$ cat src/hw/rvfi_trace_pkg.sv
// Stage index enum, debug cause enum and record structs for the retirement trace unit

package rvfi_trace_pkg;

  ////////////////////////////////////////
  // Enumerations
  ////////////////////////////////////////

  // Index of each pipeline stage in the tracker record array
  typedef enum logic [1:0] {
    STAGE_IF = 2'd0,
    STAGE_ID = 2'd1,
    STAGE_EX = 2'd2,
    STAGE_WB = 2'd3
  } stage_e;

  // Reason for entering debug mode, as reported on rvfi_dbg
  typedef enum logic [2:0] {
    DBG_CAUSE_NONE    = 3'd0,
    DBG_CAUSE_EBREAK  = 3'd1,
    DBG_CAUSE_TRIGGER = 3'd2,
    DBG_CAUSE_HALTREQ = 3'd3
  } dbg_cause_e;

  ////////////////////////////////////////
  // Records
  ////////////////////////////////////////

  // One cycle of captured events
  // At most one of irq, dbg and exc is set, and any follows them
  typedef struct packed {
    logic       irq;
    logic [4:0] irq_id;
    logic       dbg;
    dbg_cause_e dbg_cause;
    logic       exc;
    logic [5:0] exc_cause;
    logic       any;
  } event_t;

  // Trap record carried with a retiring instruction
  typedef struct packed {
    logic       exception;
    logic [5:0] exception_cause;
    dbg_cause_e debug_cause;
  } rvfi_trap_t;

  // Interrupt record, set on the first instruction of a trap handler
  // The interrupt bit tells an asynchronous interrupt from entry after an exception
  typedef struct packed {
    logic       intr;
    logic       interrupt;
    logic [4:0] cause;
  } rvfi_intr_t;

  // Per-stage record
  // With valid low, the IF record may still hold a pending irq or debug mark
  typedef struct packed {
    logic       valid;
    logic [31:0] pc;
    logic       intr;
    logic [4:0] irq_id;
    rvfi_trap_t trap;
    dbg_cause_e dbg;
  } stage_rec_t;

endpackage

$ cat src/hw/rvfi_event_capture.sv
// Event capture module registering interrupt, debug and exception pulses into one event record

`timescale 1ns/10ps

module rvfi_event_capture import rvfi_trace_pkg::*; #(
  parameter int DEBUG = 1
) (
  input  logic       clk_i,
  input  logic       rst_ni,

  // Interrupt acknowledge from the controller
  input  logic       irq_ack_i,
  input  logic [4:0] irq_id_i,

  // Debug entry acknowledge
  input  logic       dbg_ack_i,
  input  dbg_cause_e dbg_cause_i,

  // Exception taken on the instruction in WB
  input  logic       exc_i,
  input  logic [5:0] exc_cause_i,

  output event_t     evt_o
);

  // Debug acknowledge after the DEBUG qualification
  logic   dbg_ack_en;
  event_t evt_d;
  event_t evt_q;

  // Debug tracking can be left out of the build entirely
  assign dbg_ack_en = (DEBUG != 0) && dbg_ack_i;

  ////////////////////////////////////////
  // Event selection
  ////////////////////////////////////////

  // Only one event survives per cycle
  // An exception wins since it belongs to the oldest instruction
  always_comb begin
    evt_d = '0;
    if (exc_i) begin
      evt_d.exc       = 1'b1;
      evt_d.exc_cause = exc_cause_i;
    end else if (dbg_ack_en) begin
      evt_d.dbg       = 1'b1;
      evt_d.dbg_cause = dbg_cause_i;
    end else if (irq_ack_i) begin
      evt_d.irq    = 1'b1;
      evt_d.irq_id = irq_id_i;
    end
    // Summary bit lets the tracker stall without decoding the record
    evt_d.any = exc_i | dbg_ack_en | irq_ack_i;
  end

  ////////////////////////////////////////
  // Event register
  ////////////////////////////////////////

  // Loaded every cycle, so a single pulse gives a record that lives one cycle
  always_ff @(posedge clk_i or negedge rst_ni) begin
    if (!rst_ni) begin
      evt_q <= '0;
    end else begin
      evt_q <= evt_d;
    end
  end

  assign evt_o = evt_q;

endmodule

$ cat src/hw/rvfi_stage_tracker.sv
// Stage tracker module holding one record per pipeline stage with event marks and flushes

`timescale 1ns/10ps

module rvfi_stage_tracker import rvfi_trace_pkg::*; (
  input  logic        clk_i,
  input  logic        rst_ni,

  // All stages advance on this cycle
  input  logic        step_i,

  // New instruction entering IF on the step
  input  logic        fetch_i,
  input  logic [31:0] fetch_pc_i,

  // Registered events from the capture stage
  input  event_t      evt_i,

  // Strobe and record of the instruction leaving WB
  output logic        retire_o,
  output stage_rec_t  wb_rec_o
);

  stage_rec_t rec_q [4];
  stage_rec_t rec_d [4];

  ////////////////////////////////////////
  // Next-state logic
  ////////////////////////////////////////

  always_comb begin
    rec_d = rec_q;

    if (evt_i.any) begin
      // Events take priority and the step of this cycle is dropped
      if (evt_i.exc) begin
        // The faulting instruction stays in WB and carries the trap
        // Everything younger is discarded along with any pending mark
        if (rec_q[STAGE_WB].valid) begin
          rec_d[STAGE_WB].trap.exception       = 1'b1;
          rec_d[STAGE_WB].trap.exception_cause = evt_i.exc_cause;
          rec_d[STAGE_IF]                      = '0;
          rec_d[STAGE_ID].valid                = 1'b0;
          rec_d[STAGE_EX].valid                = 1'b0;
        end
      end else begin
        // Interrupt and debug entry flush ID, EX and WB
        rec_d[STAGE_ID].valid = 1'b0;
        rec_d[STAGE_EX].valid = 1'b0;
        rec_d[STAGE_WB].valid = 1'b0;
        // Mark lands in IF, as a pending mark when IF is empty
        if (evt_i.irq) begin
          rec_d[STAGE_IF].intr   = 1'b1;
          rec_d[STAGE_IF].irq_id = evt_i.irq_id;
        end
        if (evt_i.dbg) begin
          rec_d[STAGE_IF].dbg = evt_i.dbg_cause;
        end
      end
    end else if (step_i) begin
      // Plain shift toward WB
      rec_d[STAGE_WB] = rec_q[STAGE_EX];
      rec_d[STAGE_EX] = rec_q[STAGE_ID];
      // An empty IF passes a clean bubble so its marks do not travel on
      rec_d[STAGE_ID] = rec_q[STAGE_IF].valid ? rec_q[STAGE_IF] : stage_rec_t'('0);

      // Pending marks in an empty IF wait for the next fetched instruction
      rec_d[STAGE_IF]       = rec_q[STAGE_IF].valid ? stage_rec_t'('0) : rec_q[STAGE_IF];
      rec_d[STAGE_IF].valid = fetch_i;
      if (fetch_i) begin
        rec_d[STAGE_IF].pc = fetch_pc_i;
      end
    end
  end

  ////////////////////////////////////////
  // Stage registers
  ////////////////////////////////////////

  always_ff @(posedge clk_i or negedge rst_ni) begin
    if (!rst_ni) begin
      rec_q <= '{default: '0};
    end else begin
      rec_q <= rec_d;
    end
  end

  // WB record retires on the step edge itself
  // The report adds the register stage, so this strobe stays combinational
  assign retire_o = step_i && !evt_i.any && rec_q[STAGE_WB].valid;
  assign wb_rec_o = rec_q[STAGE_WB];

endmodule

$ cat src/hw/rvfi_retire_report.sv
// Retirement report module forming the registered RVFI-style report and the post-trap interrupt record

`timescale 1ns/10ps

module rvfi_retire_report import rvfi_trace_pkg::*; #(
  parameter int DEBUG = 1
) (
  input  logic        clk_i,
  input  logic        rst_ni,

  // Retirement strobe and record from WB
  input  logic        retire_i,
  input  stage_rec_t  rec_i,

  // Retirement report
  output logic        rvfi_valid_o,
  output logic [31:0] rvfi_pc_o,
  output rvfi_trap_t  rvfi_trap_o,
  output rvfi_intr_t  rvfi_intr_o,
  output dbg_cause_e  rvfi_dbg_o
);

  logic        valid_q;
  logic [31:0] pc_q;
  rvfi_trap_t  trap_q;
  rvfi_intr_t  intr_q;
  rvfi_intr_t  intr_d;
  dbg_cause_e  dbg_q;

  // Set while the last retired instruction took an exception
  logic        exc_seen_q;
  // Only the low bits fit the interrupt cause field
  logic [4:0]  exc_cause_q;

  ////////////////////////////////////////
  // Interrupt record
  ////////////////////////////////////////

  // An asynchronous interrupt on this instruction beats exception entry
  always_comb begin
    intr_d = '0;
    if (rec_i.intr) begin
      intr_d.intr      = 1'b1;
      intr_d.interrupt = 1'b1;
      intr_d.cause     = rec_i.irq_id;
    end else if (exc_seen_q) begin
      // First instruction after a trapped one is the handler entry
      intr_d.intr      = 1'b1;
      intr_d.interrupt = 1'b0;
      intr_d.cause     = exc_cause_q;
    end
  end

  ////////////////////////////////////////
  // Report registers
  ////////////////////////////////////////

  always_ff @(posedge clk_i or negedge rst_ni) begin
    if (!rst_ni) begin
      valid_q     <= 1'b0;
      pc_q        <= '0;
      trap_q      <= '0;
      intr_q      <= '0;
      dbg_q       <= DBG_CAUSE_NONE;
      exc_seen_q  <= 1'b0;
      exc_cause_q <= '0;
    end else begin
      // Valid is high for exactly one cycle per retirement
      valid_q <= retire_i;
      if (retire_i) begin
        pc_q        <= rec_i.pc;
        trap_q      <= rec_i.trap;
        intr_q      <= intr_d;
        dbg_q       <= rec_i.dbg;
        // Sticky flag tracks only the most recent retirement
        exc_seen_q  <= rec_i.trap.exception;
        exc_cause_q <= rec_i.trap.exception_cause[4:0];
      end
    end
  end

  assign rvfi_valid_o = valid_q;
  assign rvfi_pc_o    = pc_q;
  assign rvfi_trap_o  = trap_q;
  assign rvfi_intr_o  = intr_q;
  // Without debug support the cause never leaves NONE
  assign rvfi_dbg_o   = (DEBUG != 0) ? dbg_q : DBG_CAUSE_NONE;

endmodule

$ cat src/hw/rvfi_trace_top.sv
// Top level of the retirement trace unit connecting event capture, stage tracker and retire report

`timescale 1ns/10ps

module rvfi_trace_top import rvfi_trace_pkg::*; #(
  parameter int DEBUG = 1
) (
  input  logic        clk_i,
  input  logic        rst_ni,

  // Pipeline progress and fetch
  input  logic        step_i,
  input  logic        fetch_i,
  input  logic [31:0] fetch_pc_i,

  // Event pulses
  input  logic        irq_ack_i,
  input  logic [4:0]  irq_id_i,
  input  logic        dbg_ack_i,
  input  dbg_cause_e  dbg_cause_i,
  input  logic        exc_i,
  input  logic [5:0]  exc_cause_i,

  // Retirement report
  output logic        rvfi_valid_o,
  output logic [31:0] rvfi_pc_o,
  output rvfi_trap_t  rvfi_trap_o,
  output rvfi_intr_t  rvfi_intr_o,
  output dbg_cause_e  rvfi_dbg_o
);

  event_t     evt;
  logic       retire;
  stage_rec_t wb_rec;

  // Input side
  rvfi_event_capture #(
    .DEBUG (DEBUG)
  ) u_event_capture (
    .clk_i       (clk_i),
    .rst_ni      (rst_ni),
    .irq_ack_i   (irq_ack_i),
    .irq_id_i    (irq_id_i),
    .dbg_ack_i   (dbg_ack_i),
    .dbg_cause_i (dbg_cause_i),
    .exc_i       (exc_i),
    .exc_cause_i (exc_cause_i),
    .evt_o       (evt)
  );

  // Per-stage records
  rvfi_stage_tracker u_stage_tracker (
    .clk_i      (clk_i),
    .rst_ni     (rst_ni),
    .step_i     (step_i),
    .fetch_i    (fetch_i),
    .fetch_pc_i (fetch_pc_i),
    .evt_i      (evt),
    .retire_o   (retire),
    .wb_rec_o   (wb_rec)
  );

  // Output side
  rvfi_retire_report #(
    .DEBUG (DEBUG)
  ) u_retire_report (
    .clk_i        (clk_i),
    .rst_ni       (rst_ni),
    .retire_i     (retire),
    .rec_i        (wb_rec),
    .rvfi_valid_o (rvfi_valid_o),
    .rvfi_pc_o    (rvfi_pc_o),
    .rvfi_trap_o  (rvfi_trap_o),
    .rvfi_intr_o  (rvfi_intr_o),
    .rvfi_dbg_o   (rvfi_dbg_o)
  );

endmodule

$ cat config.mk
export PLATFORM = sky130hd
export DESIGN_NAME = rvfi_trace_top
export DESIGN_NICKNAME = d
export VERILOG_FILES = /design/src/hw/rvfi_trace_pkg.sv /design/src/hw/rvfi_event_capture.sv /design/src/hw/rvfi_stage_tracker.sv /design/src/hw/rvfi_retire_report.sv /design/src/hw/rvfi_trace_top.sv
export SDC_FILE = /design/constraint.sdc
export NUM_CORES = 1
export LEC_CHECK = 0
export ABC_AREA = 1
export BUFFER_PORTS_ARGS = -buffer_cell sky130_fd_sc_hd__clkbuf_2
export CORE_MARGIN = 5
export CORE_UTILIZATION = 55
export DETAILED_ROUTE_END_ITERATION = 6
export PLACE_DENSITY_LB_ADDON = 0.08
export SLEW_MARGIN = 20
export SYNTH_ARGS = -nofsm -noshare
export SYNTH_HDL_FRONTEND = slang
export SYNTH_SLANG_ARGS = --single-unit
export TNS_END_PERCENT = 20
$ cat constraint.sdc
create_clock -name clk_i -period 2.9 [get_ports clk_i]
set_input_delay 0.29 -clock clk_i [delete_from_list [all_inputs] [get_ports clk_i]]
set_output_delay 0.29 -clock clk_i [all_outputs]
set_load 0.01 [all_outputs]
* Word-level counts from Yosys, hierarchy flattened
Index checks and enable logic that the tools add are counted.
** Word-level totals
- Register bits :: 284
- Output and inout bits :: 53
- Word-level logic and storage cells :: 99
- Input port bits :: 53
** Operators by class
- Eq/ne operators :: 6
- Bitwise logic cells :: 3
- Multiplexer cells :: 27
- Reductions and logical operators :: 14
** Operators by type and width (number)
- 2-to-1 mux 208 bit :: 1
- 2-to-1 mux 53 bit :: 2
- 2-to-1 mux 52 bit :: 1
- 2-to-1 mux 51 bit :: 1
- 2-to-1 mux 7 bit :: 6
- 2-to-1 mux 33 bit :: 1
- 2-to-1 mux 32 bit :: 1
- 2-to-1 mux 6 bit :: 4
- 2-to-1 mux 10 bit :: 2
- AND reduction 4 bit :: 4
- 2-to-1 mux 4 bit :: 2
- inequality test 3 x 1 -> 1 bit (second input constant) :: 2
- AND reduction 2 bit :: 3
- 2-to-1 mux 1 bit :: 5
- inequality test 2 x 1 -> 1 bit (second input constant) :: 2
- nonzero test 2 bit :: 2
- 2-to-1 mux 3 bit :: 1
- inequality test 3 x 2 -> 1 bit (second input constant) :: 1
- AND reduction 3 bit :: 1
- nonzero test 3 bit :: 1
- logical AND 1 bit :: 2
- inequality test 2 bit (second input constant) :: 1
- OR 1 bit :: 2
- logical NOT 1 bit :: 1
- NOT 1 bit :: 1

* Depth between registers and ports, before layout
- Depth after elaboration :: 4
- Gate-level depth with buffers :: 8
- Gate-level depth less buffers :: 6

* Hierarchy
Synthesis repeated with hierarchy kept, for this count alone.
** Unflattened totals
- Cell total of the unflattened synthesis :: 1086
- Area total of the unflattened synthesis :: 9930.8 sq um
** Modules (own cells, without submodules)
- rvfi_stage_tracker :: instances 1, cells each 791, seq. area each 4379.2 sq um, area an instance 7215.7 sq um
- rvfi_retire_report :: instances 1, cells each 240, seq. area each 1326.3 sq um, area an instance 2092.0 sq um
- rvfi_event_capture :: instances 1, cells each 55, seq. area each 450.4 sq um, area an instance 623.1 sq um

* Worst setup path after synthesis
No wires, ideal clock.
- Path type :: reg-to-reg
- Start :: register u_event_capture.evt_q (netlist bit u_event_capture.evt_o[0])
- End :: register u_retire_report.exc_cause_q[1]
- Data required time :: 2.769 ns
- Path buffers :: 2
- Library setup time :: 0.131 ns
- Period minus slack after synthesis :: 1.306 ns
- Stages on the path, launching flop included :: 9
- Path slack :: 1.594 ns
- Data arrival time :: 1.175 ns
- Path through :: dfrtp_1 inv_2 nand2_4 nor2_4 inv_2 buf_4 buf_2 nand2_1 o21ai_0
** Between the ends
- Longest elaborated chain between the ends :: 3
** Ends and longest elaborated chain
- start: declaration :: RTL line rvfi_event_capture.sv:29 : event_t evt_q;
- start signal: assignment :: RTL line rvfi_event_capture.sv:65 : evt_q <= evt_d;
- logical NOT 1 bit :: RTL line rvfi_stage_tracker.sv:90 : assign retire_o = step_i && !evt_i.any && rec_q[STAGE_WB].valid;
- logical AND 1 bit (2 in series) :: RTL line rvfi_stage_tracker.sv:90
- end signal: assignment :: RTL line rvfi_retire_report.sv:77 : exc_cause_q <= rec_i.trap.exception_cause[4:0];
- end: declaration :: RTL line rvfi_retire_report.sv:33 : logic [4:0] exc_cause_q;
Every way passes these cells.
A chain may end at the register's enable or synchronous reset.

* Worst setup path after layout
- Start :: register u_event_capture.evt_q (netlist bit u_event_capture.evt_o[0])
- End :: register u_stage_tracker.rec_q[130] (netlist bit)
** Between the ends
- Longest elaborated chain between the ends :: 2
** Ends and longest elaborated chain
- NOT 1 bit (no source line)
- AND reduction 2 bit (no source line)
- end signal: assignment :: RTL line rvfi_stage_tracker.sv:84 : rec_q <= rec_d;
- end: declaration :: RTL line rvfi_stage_tracker.sv:24 : stage_rec_t rec_q [4];
Every way passes these cells.

==> out/qor.csv <==
metric,value,unit
synthArstFlopShare,100.0,%
path_max_fanout,56,
fp-row-count,47,
synth_largest_area_cell,dfrtp_1,
synthMuxAreaShare,0,%
grt_use_met3,4.056,%
synth.most_common_cell,nand2_1,
min_from,fetch_pc_i[26],
routabilityCongestion,0.8023,
port_buffers,102,
r2r_start,u_event_capture.evt_o[0],
startpoint_type,flip-flop,
use_met2,31.68,%
yosysSeqAreaShare,65.45,%
slew_headroom,50.59,%
grt_pass1_vias,6492,
synth.avg_cell_area,9.245,um2
irDropWorstVdd,477.3,uV
drt_iter0_markers,292,
p_leak,5.961,nW
num_antenna_cells,0,
cts_resized,0,
synth_compound_area_share,6.854,%
synthTopCellsByCount,"396 x nand2_1, 243 x dfrtp_1, 117 x o21ai_0",
rsz0062_at_grt,false,
power.switching,0.002054,W
synth_fa_ha_area_share,0,%
fillers,1374,
outcome,completed,
antenna_found_initial,0,
die-width,140.0,um
cp.arrival,2.60,ns
regToRegSetupSlack,0.66,ns
drv_slew,0,
critPathRequiredTime,3.27,ns
comb_power_share,10.3,%
wl,18380,um
final_nets,1188,
cts_tree,yes,
crit_type,flip-flop to flip-flop,
drtPass1Iterations,4,
clk_pin_slew,0.06,ns
grt_usage,19.50,%
grt_pass1_wl,32130,um
postCtsHoldBufs,42,
min_period_over_period,77.16,%
worst-path-buf-inv,3,
start_util,56.03,%
cp.depth,6,
post_cts_buffers,0,
intPower,0.006438,W
synth.ff_latch_count,243,
netlist_instances,1005,
worstMarginPinSlew,0.7395,ns
fp.dieH,140.0,um
worstReg2RegEnd,u_stage_tracker.rec_q[130],
preCtsSetupSlack,0.6738,ns
coreArea,16580,um2
grt-ovfl-total,0,
gr-usage-met1,27.71,%
yosysUniqueCellTypes,22,
synth_top_family_by_area,simple AND/OR/NAND/NOR gates,
area_delta_synth_final,21.55,%
clock_path_buffers,3,
path_cells,inv_2 > nand2_4 > clkinv_2 > buf_4 > nand3_1 > o21ai_0,
cpPeakStageDelay,0.63,ns
synth_edf_count,0,
fin_skew,0.01034,ns
layout_setup_ws,0.6625,ns
power.share.clock,40.8,%
drc,0,
endpoint,u_stage_tracker.rec_q[130],
syn_area,9291,um2
ys.flop_type,dfrtp_1,
fin_setup_tns,0,ns
drive_above_1_share,14.48,%
synth_xor_area_share,0,%
synthTopCellsByArea,"dfrtp_1 65%, nand2_1 16%, o21ai_0 6.3%, inv_1 3.5%, nand3_1 3.0%",
setup_viol,0,
ios,106,
seq_power_share,48.9,%
netlist.area_leader.share,65.45,%
clock_sinks,243,
path_delay_family,buffers and inverters,
top_usage_layer,met2,
h-tree-depth,1,
drv_cap,0,
insertion_delay,0.50,ns
cpMaxStageDelayCell,dfrtp_1,
via_per_inst,4.790,
cts-buffers-inserted,25,
grt_max_degree,94,
finalHoldViolCount,0,
dp_hpwl,11430,um
synth_warnings,0,
period_needed,2.238,ns
num_vias,6577,
startpoint,u_event_capture.evt_o[0],
power_density,751.9,nW/um2
wire_per_inst,13.39,um
synthSimpleGateAreaFrac,20.94,%
hold_path.class,primary input to flip-flop,
max_freq,0.4469,GHz
sw_frac_of_total,24.19,%
clock-root-buffer,clkbuf_16,
antenna_left,0,
die_area,19590,um2
rr_worst_depth,6,
end_kind,flip-flop,
==> logic make-up after synthesis <==
group	Yosys count
buffers and inverters	147
AO/OA/AOI/OAI	127
other	1
flip-flops	243
AND/OR/NAND/NOR	487
==> worst reg2reg max path: stages, from the launching register on <==
cell	delay [ns]
dfrtp_1	0.63
inv_2	0.14
nand2_4	0.16
clkinv_2	0.55
buf_4	0.45
nand3_1	0.08
o21ai_0	0.10
==> stage by stage <==
stage                     hold WS (ns)  total power, W  cells  util [%]  instance area (um2)
after floorplan              -0.005591        0.004682   1007         -                 9299
after global placement          0.3593        0.005011   1285     59.99                 9948
after detailed placement        0.3538        0.005048   1285     60.02                 9953
after CTS                     0.001543        0.008592   1372     68.04                11280
after global routing           0.01636        0.008928   1373     68.10                11290
final                          0.01167        0.008492   1373     68.10                11290
==> placed cells by master (no fill, tap or decap) <==
cell	count
nand2_1	396
dfrtp_1	243
o21ai_0	117
clkbuf_2	101
inv_1	86
nand3_1	55
dlygate4sd3_1	43
clkbuf_16	25
nor2_1	21
buf_4	11
nand4_1	9
o21ai_1	8
clkinv_2	7
clkbuf_8	7
bufinv_16	5
conb_1	3
buf_12	3
inv_2	2
nor2_4	2
nand2_2	2
clkbuf_1	2
nand3b_1	1
nand2_4	1
a21oi_1	1
o22ai_1	1
buf_8	1
==> layer usage <==
| metal | up-vias | share of wire (%) |
|---|---|---|
| li1 | 3387 | - |
| met2 | 134 | 47 |
| met4 | 0 | 1.8 |
| met5 | - | 0 |
| met3 | 28 | 4.7 |
| met1 | 3028 | 46 |
==> registers in the layout, indices dropped and copies added (netlist names) <==
register / cells
u_retire_report.rvfi_valid_o: 1
u_retire_report.rvfi_intr_o: 7
u_retire_report.rvfi_trap_o: 3
u_stage_tracker.wb_rec_o: 49
u_retire_report.rvfi_dbg_o: 3
u_retire_report.rvfi_pc_o: 32
u_stage_tracker.rec_q: 126
u_event_capture.evt_o: 18
u_retire_report.exc_cause_q: 4
==> power by group through the flow <==
stage | Clock (W) | Combinational (W) | Sequential [W]
CTS | 0.00354 | 0.000892 | 0.00416
floorplan | 0 | 0.000502 | 0.00418
global route | 0.00368 | 0.00103 | 0.00422
global placement | 0 | 0.000815 | 0.00420
finish | 0.00346 | 0.000873 | 0.00416
detailed placement | 0 | 0.000835 | 0.00421
==> worst min path at each step <==
stage / endpoint / cells past startpoint
after global routing: u_stage_tracker.rec_q[203] / 3
after floorplan: u_event_capture.evt_o[0] / 0
after global placement: u_retire_report.exc_cause_q[0] / 1
after CTS: u_stage_tracker.rec_q[201] / 3
after detailed placement: u_retire_report.exc_cause_q[0] / 1
final: u_stage_tracker.rec_q[201] / 3
==> cell type report <==
class | count | area [um2] | share of cell area (%)
Inverter | 89 | 335.3 | 2.969
Tap cell | 220 | 275.3 | 2.437
Clock buffer | 34 | 729.5 | 6.459
Multi-Input combinational cell | 617 | 2599 | 23.01
Timing Repair Buffer | 159 | 1094 | 9.683
Clock inverter | 11 | 180.2 | 1.595
Sequential cell | 243 | 6081 | 53.84
Power figures use the tool's default switching activity.
